==> config.mk <==
export PLATFORM = sky130hd
export DESIGN_NAME = hv_exec
export DESIGN_NICKNAME = d
export VERILOG_FILES = /design/src/logic/hdc_pkg.sv /design/src/logic/hv_exec.sv
export SDC_FILE = /design/constraint.sdc
export NUM_CORES = 1
export LEC_CHECK = 0
export BUFFER_PORTS_ARGS = -buffer_cell sky130_fd_sc_hd__buf_2
export CORE_UTILIZATION = 49
export CTS_CLUSTER_SIZE = 40
export DETAILED_ROUTE_END_ITERATION = 10
export PLACE_DENSITY = 0.75
export SYNTH_ARGS = -nofsm -noshare
export SYNTH_HDL_FRONTEND = slang
export SYNTH_SLANG_ARGS = --single-unit
==> constraint.sdc <==
create_clock -name clk -period 7.8 [get_ports clk]
set_input_delay 0.39 -clock clk [delete_from_list [all_inputs] [get_ports clk]]
set_output_delay 0.39 -clock clk [all_outputs]
set_load 0.01 [all_outputs]
==> src/logic/hdc_pkg.sv <==
package hdc_pkg;

    // hypervector and item memory sizing
    localparam int HV_WIDTH   = 32;
    localparam int ITEM_DEPTH = 512;
    localparam int ADDR_WIDTH = 9;

    // instruction argument field
    // item address or rotation amount
    localparam int ARG_WIDTH  = 10;
    // only the low bits of arg count for rotation
    localparam int ROT_WIDTH  = 5;

    typedef logic [HV_WIDTH-1:0]   hv_t;
    typedef logic [ADDR_WIDTH-1:0] item_addr_t;

    // 16 bit instruction word, top bit first
    typedef struct packed {
        // needs an item address
        logic                 addr_mode;
        // rotate operand left
        logic                 permute;
        // load or xor
        logic                 combine;
        // store, or wb.item with addr_mode
        logic                 emit;
        logic                 move;
        logic                 last;
        logic [ARG_WIDTH-1:0] arg;
    } instr_t;

    // decoded operation for the execute stage
    typedef enum logic [2:0] {
        OP_NOP   = 3'd0,
        OP_LOAD  = 3'd1,
        OP_XOR   = 3'd2,
        OP_STORE = 3'd3,
        OP_MOVE  = 3'd4,
        OP_LAST  = 3'd5
    } op_t;

    typedef struct packed {
        op_t                  op;
        logic                 permute;
        logic [ROT_WIDTH-1:0] shift;
    } exec_cmd_t;

    // write-back of reg_b into the item memory
    typedef struct packed {
        logic       valid;
        item_addr_t addr;
    } wb_req_t;

    // random generation write from outside
    typedef struct packed {
        logic       valid;
        item_addr_t addr;
        hv_t        vector;
    } gen_req_t;

endpackage

==> src/logic/hv_exec.sv <==
`timescale 1ns/1ps

module hv_exec (
    input  logic               clk,
    input  logic               rst_n,
    input  logic               run,
    input  hdc_pkg::exec_cmd_t cmd,
    input  hdc_pkg::hv_t       mem_data,
    output hdc_pkg::hv_t       wb_data,
    output logic               store,
    output hdc_pkg::hv_t       core_result,
    output logic               last
);

    import hdc_pkg::*;

    // reg_a is the xor partner, reg_b the accumulator
    hv_t reg_a;
    hv_t reg_b;

    // reg_b after optional rotation
    hv_t operand;
    logic [2*HV_WIDTH-1:0] rot_wide;

    // latched vector for the store pulse
    hv_t buff;

    // left rotation
    // upper half of the doubled vector after the shift
    always_comb begin
        rot_wide = {reg_b, reg_b} << cmd.shift;
        if (cmd.permute) begin
            operand = rot_wide[2*HV_WIDTH-1 -: HV_WIDTH];
        end else begin
            operand = reg_b;
        end
    end

    // operand registers
    // run low keeps their contents
    always_ff @(posedge clk) begin
        if (!rst_n) begin
            reg_a <= '0;
            reg_b <= '0;
        end else if (run) begin
            case (cmd.op)
                // mem_data was read one edge earlier
                OP_LOAD: reg_b <= mem_data;
                OP_XOR:  reg_b <= reg_a ^ operand;
                OP_MOVE: reg_a <= operand;
                default: begin
                end
            endcase
        end
    end

    // store pulse and sticky last
    always_ff @(posedge clk) begin
        if (!rst_n || !run) begin
            store <= 1'b0;
            last  <= 1'b0;
        end else begin
            store <= (cmd.op == OP_STORE);
            // held until run drops
            if (cmd.op == OP_LAST) begin
                last <= 1'b1;
            end
        end
    end

    // store buffer, only read while store is high
    always_ff @(posedge clk) begin
        if (cmd.op == OP_STORE) begin
            buff <= operand;
        end
    end

    // wb.item writes reg_b without rotation
    assign wb_data = reg_b;

    // result bus is zero outside the store pulse
    assign core_result = store ? buff : '0;

endmodule

==> results.toml <==
[clock_tree]
cts_setup_buffers = 0
numCtsBuffers = 9
root_buffer = "clkbuf_16"
hold_buffers = 0
clk_latency_ns = 0.37
cts_max_level = 3
tritoncts = "yes"
cts-resized-gates = 0
clk_pin_slew_ns = 0.07
cts_sinks = 98
cts_max_path_buffers = 2

[timing]
fmax_mhz = 338
worst_slack_ns = 4.84
final_max_slew_viol_count = 0
setup_viol = 0
clock_skew_ns = 0.00953
period_needed_ns = 2.96
tightest_slew_ns = 1.29
finalHoldViolCount = 0
post-route-period-util = 0.379
final.setup.tns_ns = 0
slew-limit-headroom = 0.140
rsz0062_at_grt = "no"

[detailed_routing]
vias = 7724
vias_per_cell = 7.16
ant_nets = 0
drtPass1Iterations = 6
route.detailed.drc = 0
wirelength_um = 25400
wl_per_cell_um = 23.5
drt_first_iter_violations = 976

[critical_path]
worst-path-max-fanout = 95
cp-end-kind = "flip-flop"
path_class = "input port to flip-flop"
crit_required_ns = 8.09
arrival_ns = 3.25
crit_path_start_kind = "input port"

[floorplan]
initial_core_util = 0.503
io_pins = 110
dieArea_um2 = 17600
die_h_um = 133
rows = 47
die_w_um = 133
fp.coreArea_um2 = 16600

[finish]
syn2layout_area_growth_pct = 8.87
drive_gt1_frac = 0.325
antenna_cells = 0
fin_cells = 1079
fillers = 1471
nets = 898

[pwr]
p_leak_nw = 3.45
power_density_nw_per_um2 = 155
ir_worst_vdd_mv = 0.115

[placed_design]
dpl.hpwl_um = 16400
post-place-cells = 1063
gp_congestion = 0.929
port_buffers = 109
preCtsSetupSlack_ns = 4.59

[global_route]
grt_pass1_vias = 6819
grtUsageTotal = 0.290
antenna_found_initial = 0
grt_pass1_wl_um = 39500
grt.overflow.total = 0
grt_max_degree = 129

[yosys]
seq_area_frac_synth = 0.273
syn_area_per_cell_um2 = 9.91
synth-seq-cells = 98
ys_warn_count = 0
syn-cell-area_um2 = 8370
syn-instance-count = 845
syn_nets = 889
synth_top_area_cell = "mux4_2"
ys_types = 36
yosysTopAreaCellShare = 0.167
synth.area.top_cells = "mux4_2 (17%), dfxtp_1 (16%), edfxtp_1 (11%)"

[status]
status = "finished, final reports clean"

[job]
max_cap_viol_count = 0

[min_path]
hold_path_class = "input port to flip-flop"
## layer usage
metal	vias up	GRT usage	routed length, um
met4	0	0.135	1050
met5	-	0	0
met1	3697	0.394	10400
li1	3445	-	-
met2	503	0.438	11300
met3	79	0.0678	2640
## area by class of cell
class / instances / area [um^2] / area share
multi-input cells: 592 / 5480 / 0.601
repair buffers: 119 / 621 / 0.0681
clock buffers: 10 / 229 / 0.0251
inverters: 34 / 128 / 0.0140
flip-flops and latches: 98 / 2280 / 0.250
well taps: 220 / 275 / 0.0302
clock inverters: 6 / 105 / 0.0115
## critical path, cell delays in order
cell and delay (ns):
buf_2 0.16, xor2_2 0.18, buf_4 0.27, nand2_4 0.53
buf_4 0.80, o311ai_0 0.34, a221o_1 0.37, nor3_2 0.10
## registers in the layout, indices dropped and copies added (netlist names)
| name | count |
|---|---|
| buff | 32 |
| reg_a | 32 |
| wb_data | 32 |
| last | 1 |
| store | 1 |
## Yosys cell counts (all sizes together)
| library cell | n |
|---|---|
| a2111oi | 120 |
| clkbuf | 88 |
| nand2 | 67 |
| dfxtp | 66 |
| mux4 | 64 |
| and2 | 57 |
| inv | 34 |
| nor2b | 34 |
| a21oi | 33 |
| a31oi | 33 |
| buf | 33 |
| a221o | 32 |
| edfxtp | 32 |
| o21ai | 32 |
| a21o | 31 |
| o311ai | 31 |
| nor3 | 24 |
| nor2 | 10 |
| a211oi | 8 |
| mux2 | 8 |
| nor3b | 2 |
| a311o | 1 |
| and3 | 1 |
| nand2b | 1 |
| nor4bb | 1 |
| or3 | 1 |
| xor2 | 1 |
## where the power goes
group          total [W]  switching [W]  internal (W)
Clock           0.000522       0.000209      0.000312
Combinational   0.000299       0.000179      0.000120
Sequential      0.000589      0.0000407      0.000548
## cells by family (layout without fill, tap and decap cells)
group,after synthesis,in the layout,synth area share
XOR/XNOR,1,1,0.00194
flip-flops,98,98,0.273
AO/OA/AOI/OAI,321,321,0.326
AND/OR/NAND/NOR,198,198,0.136
multiplexers,72,72,0.184
buffers and inverters,155,169,0.0792
## stage by stage
step,utilization,hold slack (ns),total power (W),instance area [um^2]
after global routing,0.548,0.293,0.00146,9120
after detailed placement,0.528,0.486,0.000892,8780
final,0.548,0.280,0.00141,9120
after CTS,0.548,0.273,0.00141,9120
after global placement,0.528,0.489,0.000888,8780
after floorplan,-,0.505,0.000807,8370
## worst paths after layout
path                            startpoint  cells past startpoint                      end  slack [ns]
setup / recovery                    cmd[6]                      8  wb_data[0]$_SDFFE_PN0P_        4.84
hold reg to reg          last$_SDFFE_PP0N_                      2        last$_SDFFE_PP0N_        0.49
hold / removal                         run                      3        last$_SDFFE_PP0N_        0.28
setup reg to reg  wb_data[16]$_SDFFE_PN0P_                      5  wb_data[8]$_SDFFE_PN0P_        5.37
## layout by cell type (no fill, tap or decap), types with 2 or more instances in the layout
cell type,count
clkinv_2,3
inv_1,33
clkbuf_16,9
a2111oi_2,17
a31oi_1,33
a21oi_2,32
a221o_1,32
nor3_2,24
a211oi_1,8
o21ai_0,32
nor2b_1,32
mux4_1,2
o311ai_0,31
mux4_2,62
a2111oi_0,81
mux2_1,8
nor3b_2,2
dfxtp_1,66
edfxtp_1,32
nor2_1,10
buf_4,10
a21o_1,31
nand2_1,66
a2111oi_1,22
and2_1,56
bufinv_16,3
buf_2,109
No activity file was read; power rests on OpenSTA's default activity.
