**config.mk**
```make
export PLATFORM = sky130hd
export DESIGN_NAME = instr_decode
export DESIGN_NICKNAME = d
export VERILOG_FILES = /design/src/logic/hdc_pkg.sv /design/src/logic/instr_decode.sv
export SDC_FILE = /design/constraint.sdc
export NUM_CORES = 1
export LEC_CHECK = 0
export BUFFER_PORTS_ARGS = -buffer_cell sky130_fd_sc_hd__buf_2
export CAP_MARGIN = 20
export CORE_MARGIN = 2
export CORE_UTILIZATION = 34
export DETAILED_ROUTE_END_ITERATION = 10
export GPL_TIMING_DRIVEN = 0
export PLACE_DENSITY = 0.7
export SYNTH_ARGS = -nofsm -noshare
export SYNTH_HDL_FRONTEND = slang
export SYNTH_SLANG_ARGS = --single-unit
```
**constraint.sdc**
```tcl
create_clock -name clk -period 0.8 [get_ports clk]
set_input_delay 0.08 -clock clk [delete_from_list [all_inputs] [get_ports clk]]
set_output_delay 0.08 -clock clk [all_outputs]
set_load 0.1 [all_outputs]
```
**src/logic/hdc_pkg.sv**
```systemverilog
package hdc_pkg;

    // hypervector and item memory sizing
    localparam int HV_WIDTH   = 32;
    localparam int ITEM_DEPTH = 512;
    localparam int ADDR_WIDTH = 9;

    // instruction argument field
    // item address or rotation amount
    localparam int ARG_WIDTH  = 10;
    // only the low bits of arg count for rotation
    localparam int ROT_WIDTH  = 5;

    typedef logic [HV_WIDTH-1:0]   hv_t;
    typedef logic [ADDR_WIDTH-1:0] item_addr_t;

    // 16 bit instruction word, top bit first
    typedef struct packed {
        // needs an item address
        logic                 addr_mode;
        // rotate operand left
        logic                 permute;
        // load or xor
        logic                 combine;
        // store, or wb.item with addr_mode
        logic                 emit;
        logic                 move;
        logic                 last;
        logic [ARG_WIDTH-1:0] arg;
    } instr_t;

    // decoded operation for the execute stage
    typedef enum logic [2:0] {
        OP_NOP   = 3'd0,
        OP_LOAD  = 3'd1,
        OP_XOR   = 3'd2,
        OP_STORE = 3'd3,
        OP_MOVE  = 3'd4,
        OP_LAST  = 3'd5
    } op_t;

    typedef struct packed {
        op_t                  op;
        logic                 permute;
        logic [ROT_WIDTH-1:0] shift;
    } exec_cmd_t;

    // write-back of reg_b into the item memory
    typedef struct packed {
        logic       valid;
        item_addr_t addr;
    } wb_req_t;

    // random generation write from outside
    typedef struct packed {
        logic       valid;
        item_addr_t addr;
        hv_t        vector;
    } gen_req_t;

endpackage

```
**src/logic/instr_decode.sv**
```systemverilog
`timescale 1ns/1ps

module instr_decode (
    input  logic               clk,
    input  logic               rst_n,
    input  logic               run,
    input  logic               instr_valid,
    input  hdc_pkg::instr_t    instr,
    output hdc_pkg::wb_req_t   wb,
    output hdc_pkg::exec_cmd_t cmd
);

    import hdc_pkg::*;

    exec_cmd_t dec_cmd;
    wb_req_t   dec_wb;

    // fixed priority decode of the instruction bits
    always_comb begin
        dec_cmd = '0;
        dec_wb  = '0;
        if (instr.addr_mode && instr.emit) begin
            // wb.item never reaches the execute stage
            dec_wb.valid = 1'b1;
            dec_wb.addr  = instr.arg[ADDR_WIDTH-1:0];
        end else if (instr.addr_mode) begin
            // addressed group, only load defined
            if (instr.combine) begin
                dec_cmd.op = OP_LOAD;
            end
        end else begin
            if (instr.combine) begin
                dec_cmd.op = OP_XOR;
            end else if (instr.emit) begin
                dec_cmd.op = OP_STORE;
            end else if (instr.move) begin
                dec_cmd.op = OP_MOVE;
            end else if (instr.last) begin
                dec_cmd.op = OP_LAST;
            end
            // rotation only matters for xor, store and move
            if (instr.combine || instr.emit || instr.move) begin
                dec_cmd.permute = instr.permute;
                dec_cmd.shift   = instr.arg[ROT_WIDTH-1:0];
            end
        end
    end

    // one cycle decode stage
    // idle cycles and run low turn into nop
    always_ff @(posedge clk) begin
        if (!rst_n || !run || !instr_valid) begin
            cmd <= '0;
            wb  <= '0;
        end else begin
            cmd <= dec_cmd;
            wb  <= dec_wb;
        end
    end

endmodule

```
==> results of run 1 <==
[registers in the layout (all words and copies together) (netlist names)]
signal,flops
wb,10
cmd,9
[what timing repair did]
action | 4_1_cts | 5_1_grt
resized for setup | 76 | 0
hold buffers | 10 | 0
endpoints found under the setup margin | 19 | 19
endpoints found under the hold margin | 10 | 0
gates cloned | 0 | 0
[Yosys cell counts, drive strengths merged]
cell type / n
nor2b: 1
nand3b: 1
dfxtp: 19
nand3: 1
nand2: 1
a21oi: 1
o21ai: 2
nor3: 4
nor2: 3
and2: 15
[layout make-up]
type | count | share of cell area
clock buffer | 4 | 0.0217
tap | 16 | 0.0166
sequential | 19 | 0.334
multi-input combinational | 29 | 0.155
timing repair buffer | 47 | 0.472
[metal layers]
metal / part of all wire / wire, um / track usage / up-vias
met5: 0 / 0 / 0 / -
met4: 0.016 / 25 / 0.0588 / 0
met3: 0.080 / 124 / 0.0320 / 2
met2: 0.51 / 785 / 0.319 / 28
met1: 0.39 / 608 / 0.199 / 227
li1: - / - / - / 257
[kinds of logic (layout without fill, tap and decap cells)]
kind of cell,after synthesis,after routing,synth area share
AOI/OAI and AO/OA,3,3,0.0264
buffers and inverters,0,51,0
DFF,19,19,0.670
and+or+nand+nor,26,26,0.304
[stage by stage]
stage | power [mW] | TNS (ps) | hold WS, ps | util | instance area, um^2
floorplan | 1.11 | 0 | 151 | - | 592
global placement | 1.18 | -348 | 279 | 0.517 | 797
detailed placement | 1.18 | -258 | 282 | 0.517 | 797
CTS | 1.72 | -1860 | 17.5 | 0.784 | 1210
global route | 1.79 | -2350 | 23.5 | 0.784 | 1210
finish | 1.72 | -1770 | 23.5 | 0.784 | 1210
[worst max path at each step]
stage                        end  cells after the start         from  slack [ps]
after floorplan           cmd[0]                      0       cmd[0]          90
after global placement    cmd[0]                      4  instr_valid         -60
after detailed placement  cmd[0]                      4  instr_valid         -50
after CTS                  wb[4]                      1        wb[4]        -100
after global routing      cmd[2]                      1       cmd[2]        -140
final                     cmd[2]                      1       cmd[2]        -100
[power breakdown]
| group | total, mW | switching (mW) | internal (mW) |
|---|---|---|---|
| Sequential | 0.971 | 0.0108 | 0.960 |
| Combinational | 0.277 | 0.151 | 0.126 |
| Clock | 0.474 | 0.280 | 0.193 |
==> run metrics, run 1 <==
CTS tree=done; vias in the first global route=520; initial antenna violation count=0; worst-margin pin slew=372 ps; Critical Path Sink Type=output pin; Top Family by Delay on Critical Path=flip-flops; TritonRoute pass-1 iters=2; Post-DRT Antenna Nets=0; final period utilization=1.13; total die area=0.00201 mm^2; Vias per Instance=4.47; critical path peak fanout=1; Final #Nets=120; relative slew slack=0.751; number of fill cells=80; syn avg cell area=11.8 um^2; required time of the critical path=720 ps; HPWL Detailed=759 um; area of the multi-input gates=about 190 um^2; crit path DAT=820 ps; fmax=~1.1 GHz; Non-Filler Instances=115; RSZ-0062 raised after global routing=yes; Setup CP Type=reg -> out; Leakage Power=0.510 nW; most frequent cells in the layout=19 x dfxtp_2, 19 x buf_12, 18 x buf_2; Max Cap Viol=0; final setup fails=19; Iteration-0 DRC Markers=7; top cells by area, synth=dfxtp_1 67%, and2_1 17%, nand3_4 3.1%; crit path cell chain=buf_12; distinct cell type count after synthesis=12; Post-CTS Repair Setup Buffers=0; die width=44.9 um; IO Port Bufs=37; total gr overflow=0; Max IR drop VDD=0.926 mV; TritonCTS Buffers=3; I/O pins=39; Reg area=~400 um^2; Cell Area, Synth=568 um^2; routed len/inst=around 13 um; clk sink count=19; critical path's slowest cell=dfxtp_2; hold_sp=instr[15]; Hold Crit Depth=2; Initial Util=0.369; share of layout cells above drive strength 1=0.626; area share of the largest cell type after synthesis=0.670; GRT Total Usage=0.173; clk buf depth=2; hold endpoint=cmd[8]; placed cells=101; Placement Setup Slack=-47.8 ps; Worst-path clk slew=100 ps; num rows=14; Slew Viols, Final=0; setup ws final=-105 ps; Area Growth Syn to Fin=113%; Mapped Nets=just under 70; largest net degree at the start of global routing=11; clock root cell=clkbuf_4; PD cells=1420 mW/mm^2; Post-Route WL=1540 um; CORE AREA=about 0.0015 mm^2; RD Place Congestion=0.699; register area share after synthesis=0.670; Syn. warnings=0; startpoint types=register; synthesized flop and latch total=19; Worst path max stage delay=360 ps; Vias=514; antenna cells=0; Residual DRC=0; Post-Synthesis Cells=48; Die Ht=around 45 um; violated checks=negative setup slack; min Tclk post-route=about 900 ps; Buf/Inv on CP=1; Fin. Hold Viols=0; first-pass GRT wire length=2480 um; outcome=finished with violations; H-Tree Depth=1; Yosys top cell by area=dfxtp_1; hold crit path type=in -> reg
Note: power is estimated with default switching activity, not from simulation.
==> run 2, diff against run 1 <==
Settings changed: ABC_AREA set to 1, CTS_CLUSTER_SIZE set to 8.
==> run metrics, run 2 <==
Max Cap Viol=0 (unchanged); Largest regs=wb: 10 flops, cmd: 9 flops; Worst-path clk slew=100 ps (about the same); register area share after synthesis=0.654 (-0.0158); HPWL Detailed=878 um (+16%); required time of the critical path=720 ps (about the same); final period utilization=1.12 (-0.00635); Mapped Nets=89 (+31%); relative slew slack=0.851 (+0.100); setup ws final=-99.6 ps (+5.08 ps); Post-synth top cells=20 x nor2_1, 19 x dfxtp_1, 15 x inv_1; gr busiest metal=met2; number of synthesized flops with an enable pin=0 (unchanged); clk sink count=19 (unchanged); Slew Viols, Final=0 (unchanged); Post-DRT Antenna Nets=0 (unchanged); placed cells=122 (+21%); Vias per Instance=4.33 (-3.2%); area share of the largest cell type after synthesis=0.654 (-0.0158); Fin Hold WS=25.9 ps (+2.47 ps); Non-Filler Instances=131 (+14%); syn avg cell area=8.43 um^2 (-29%); worst-margin pin slew=223 ps (-149 ps); Top Family by Delay on Critical Path=flip-flops; Top FF cell, synth=dfxtp_1; I/O pins=39 (unchanged); met1 Use GR=0.151 (-0.0476); Post-Route WL=1410 um (-8.6%); Iteration-0 DRC Markers=4 (-3); final setup fails=19 (unchanged); distinct cell type count after synthesis=9 (-3); TritonRoute pass-1 iters=4 (+2); Area Growth Syn to Fin=102%; Vias=567 (+10%); antenna cells=0 (unchanged); most frequent cell after synthesis=nor2_1; synthesized flop and latch total=19 (unchanged); largest net degree at the start of global routing=11 (unchanged); Worst path max stage delay=360 ps (about the same); Setup CP Type=reg -> out; commonest non-fill, non-tap cell in the layout=nor2_1; min Tclk post-route=900 ps (-5.08 ps); critical path's slowest cell=dfxtp_2; ys async rst share=0 (unchanged); clock root cell=clkbuf_4; Final #Nets=136 (+13%); Post-Synthesis Cells=69 (+44%); share of layout cells above drive strength 1=0.557 (-0.0697); CTS tree=done; clk buf depth=2 (unchanged); total die area=0.00206 mm^2 (+2.2%); violated checks=negative setup slack; crit path DAT=820 ps (about the same); outcome=finished with violations; number of fill cells=101 (+26%); H-Tree Depth=1 (unchanged); crit path cell chain=buf_12; most frequent cells in the layout=20 x nor2_1, 19 x dfxtp_2, 19 x buf_12; Cell Area, Synth=582 um^2 (+2.4%); PD cells=1450 mW/mm^2 (+1.5%); hold crit path type=in -> reg; Die Ht=45.4 um (+1.1%); Buf/Inv on CP=1 (unchanged); Fin. Hold Viols=0 (unchanged); TritonCTS Buffers=3 (unchanged); num rows=14 (unchanged); critical path peak fanout=1 (unchanged); CORE AREA=0.00156 mm^2 (+1.1%); Post-CTS Repair Setup Buffers=0 (unchanged); routing usage on met2=0.303 (-0.0160); vias in the first global route=552 (+6.2%); IO Port Bufs=37 (unchanged); RSZ-0062 raised after global routing=yes; routed len/inst=10.8 um (-20%); initial antenna violation count=0 (unchanged); top cells by area, synth=dfxtp_1 65%, nor2_1 13%, inv_1 9.7%; Critical Path Sink Type=output pin; Syn. warnings=0 (unchanged); flip-flop count of the largest register after layout=10 (unchanged); Largest Register=wb; first-pass GRT wire length=2240 um (-9.7%); Max IR drop VDD=0.951 mV (+2.7%); Leakage Power=0.569 nW (+12%); fmax=1.11 GHz (+0.56%); die width=45.4 um (+1.1%); total gr overflow=0 (unchanged); met3 Usage GRT=0.0400 (+0.00800); Yosys top cell by area=dfxtp_1; RD Place Congestion=0.676 (-3.4%); Initial Util=0.373 (+0.00469); startpoint types=register; Residual DRC=0 (unchanged); GRT Total Usage=0.156 (-0.0165)
-- run 2: cell types whose count changed after synthesis, moves of 2 or more --
cell and delta:
and2_1 -15, inv_1 +15, nand2_1 +6, nand2_2 +2, nand3_1 +2, nor2_1 +18, nor2_2 +2, nor3_1 -3
-- run 2: cell families (layout without fill, tap and decap cells) --
logic type,after synthesis,count (layout),synth area share
DFF,19,19,0.654
and+or+nand+nor,33,33,0.234
AOI/OAI and AO/OA,1,1,0.00859
buffers and inverters,16,62,0.103
-- run 2: metal layers --
layer,up-vias,part of all wire
met5,-,0
met2,28,0.53
met3,2,0.081
li1,286,-
met4,0,0.018
met1,251,0.37
-- run 2: layout make-up --
class	instances	area, um^2	area share
inverter	16	60.1	0.0512
sequential	19	404	0.345
timing repair buffer	42	520	0.444
multi-input combinational	34	141	0.121
clock buffer	4	26.3	0.0224
tap	16	20.0	0.0171
-- run 2: final timing paths --
| check | start | end | cells past startpoint |
|---|---|---|---|
| worst max-delay path | wb[2] | wb[2] | 1 |
| worst min-delay path | instr[3] | cmd[3] | 3 |
-- run 2: tightest hold or removal path: stages --
cell and delay, ps:
buf_2 70, inv_1 40, nor2_1 80
-- run 2: power by group --
| group | switching (mW) | internal, mW | leakage, nW | total (mW) |
|---|---|---|---|---|
| combinational | 0.158 | 0.112 | 0.391 | 0.270 |
| sequential | 0.0106 | 0.960 | 0.163 | 0.971 |
| clock | 0.260 | 0.193 | 0.0150 | 0.454 |
-- run 2: through the flow --
stage | setup TNS [ps] | setup WS (ps) | utilization | area, um^2 | total power, mW
detailed placement | -89.1 | -21.3 | 0.520 | 811 | 1.19
finish | -1610 | -99.6 | 0.752 | 1170 | 1.69
floorplan | 0 | 94.2 | - | 606 | 1.13
CTS | -1810 | -105 | 0.752 | 1170 | 1.71
global route | -2260 | -130 | 0.752 | 1170 | 1.78
global placement | -32.0 | -6.26 | 0.520 | 811 | 1.19
-- run 2: what timing repair did --
item                       in CTS  in global routing
setup endpoints to repair      19                 19
hold buffers                    5                  0
gates resized for setup        76                  0
hold endpoints to repair        5                  0
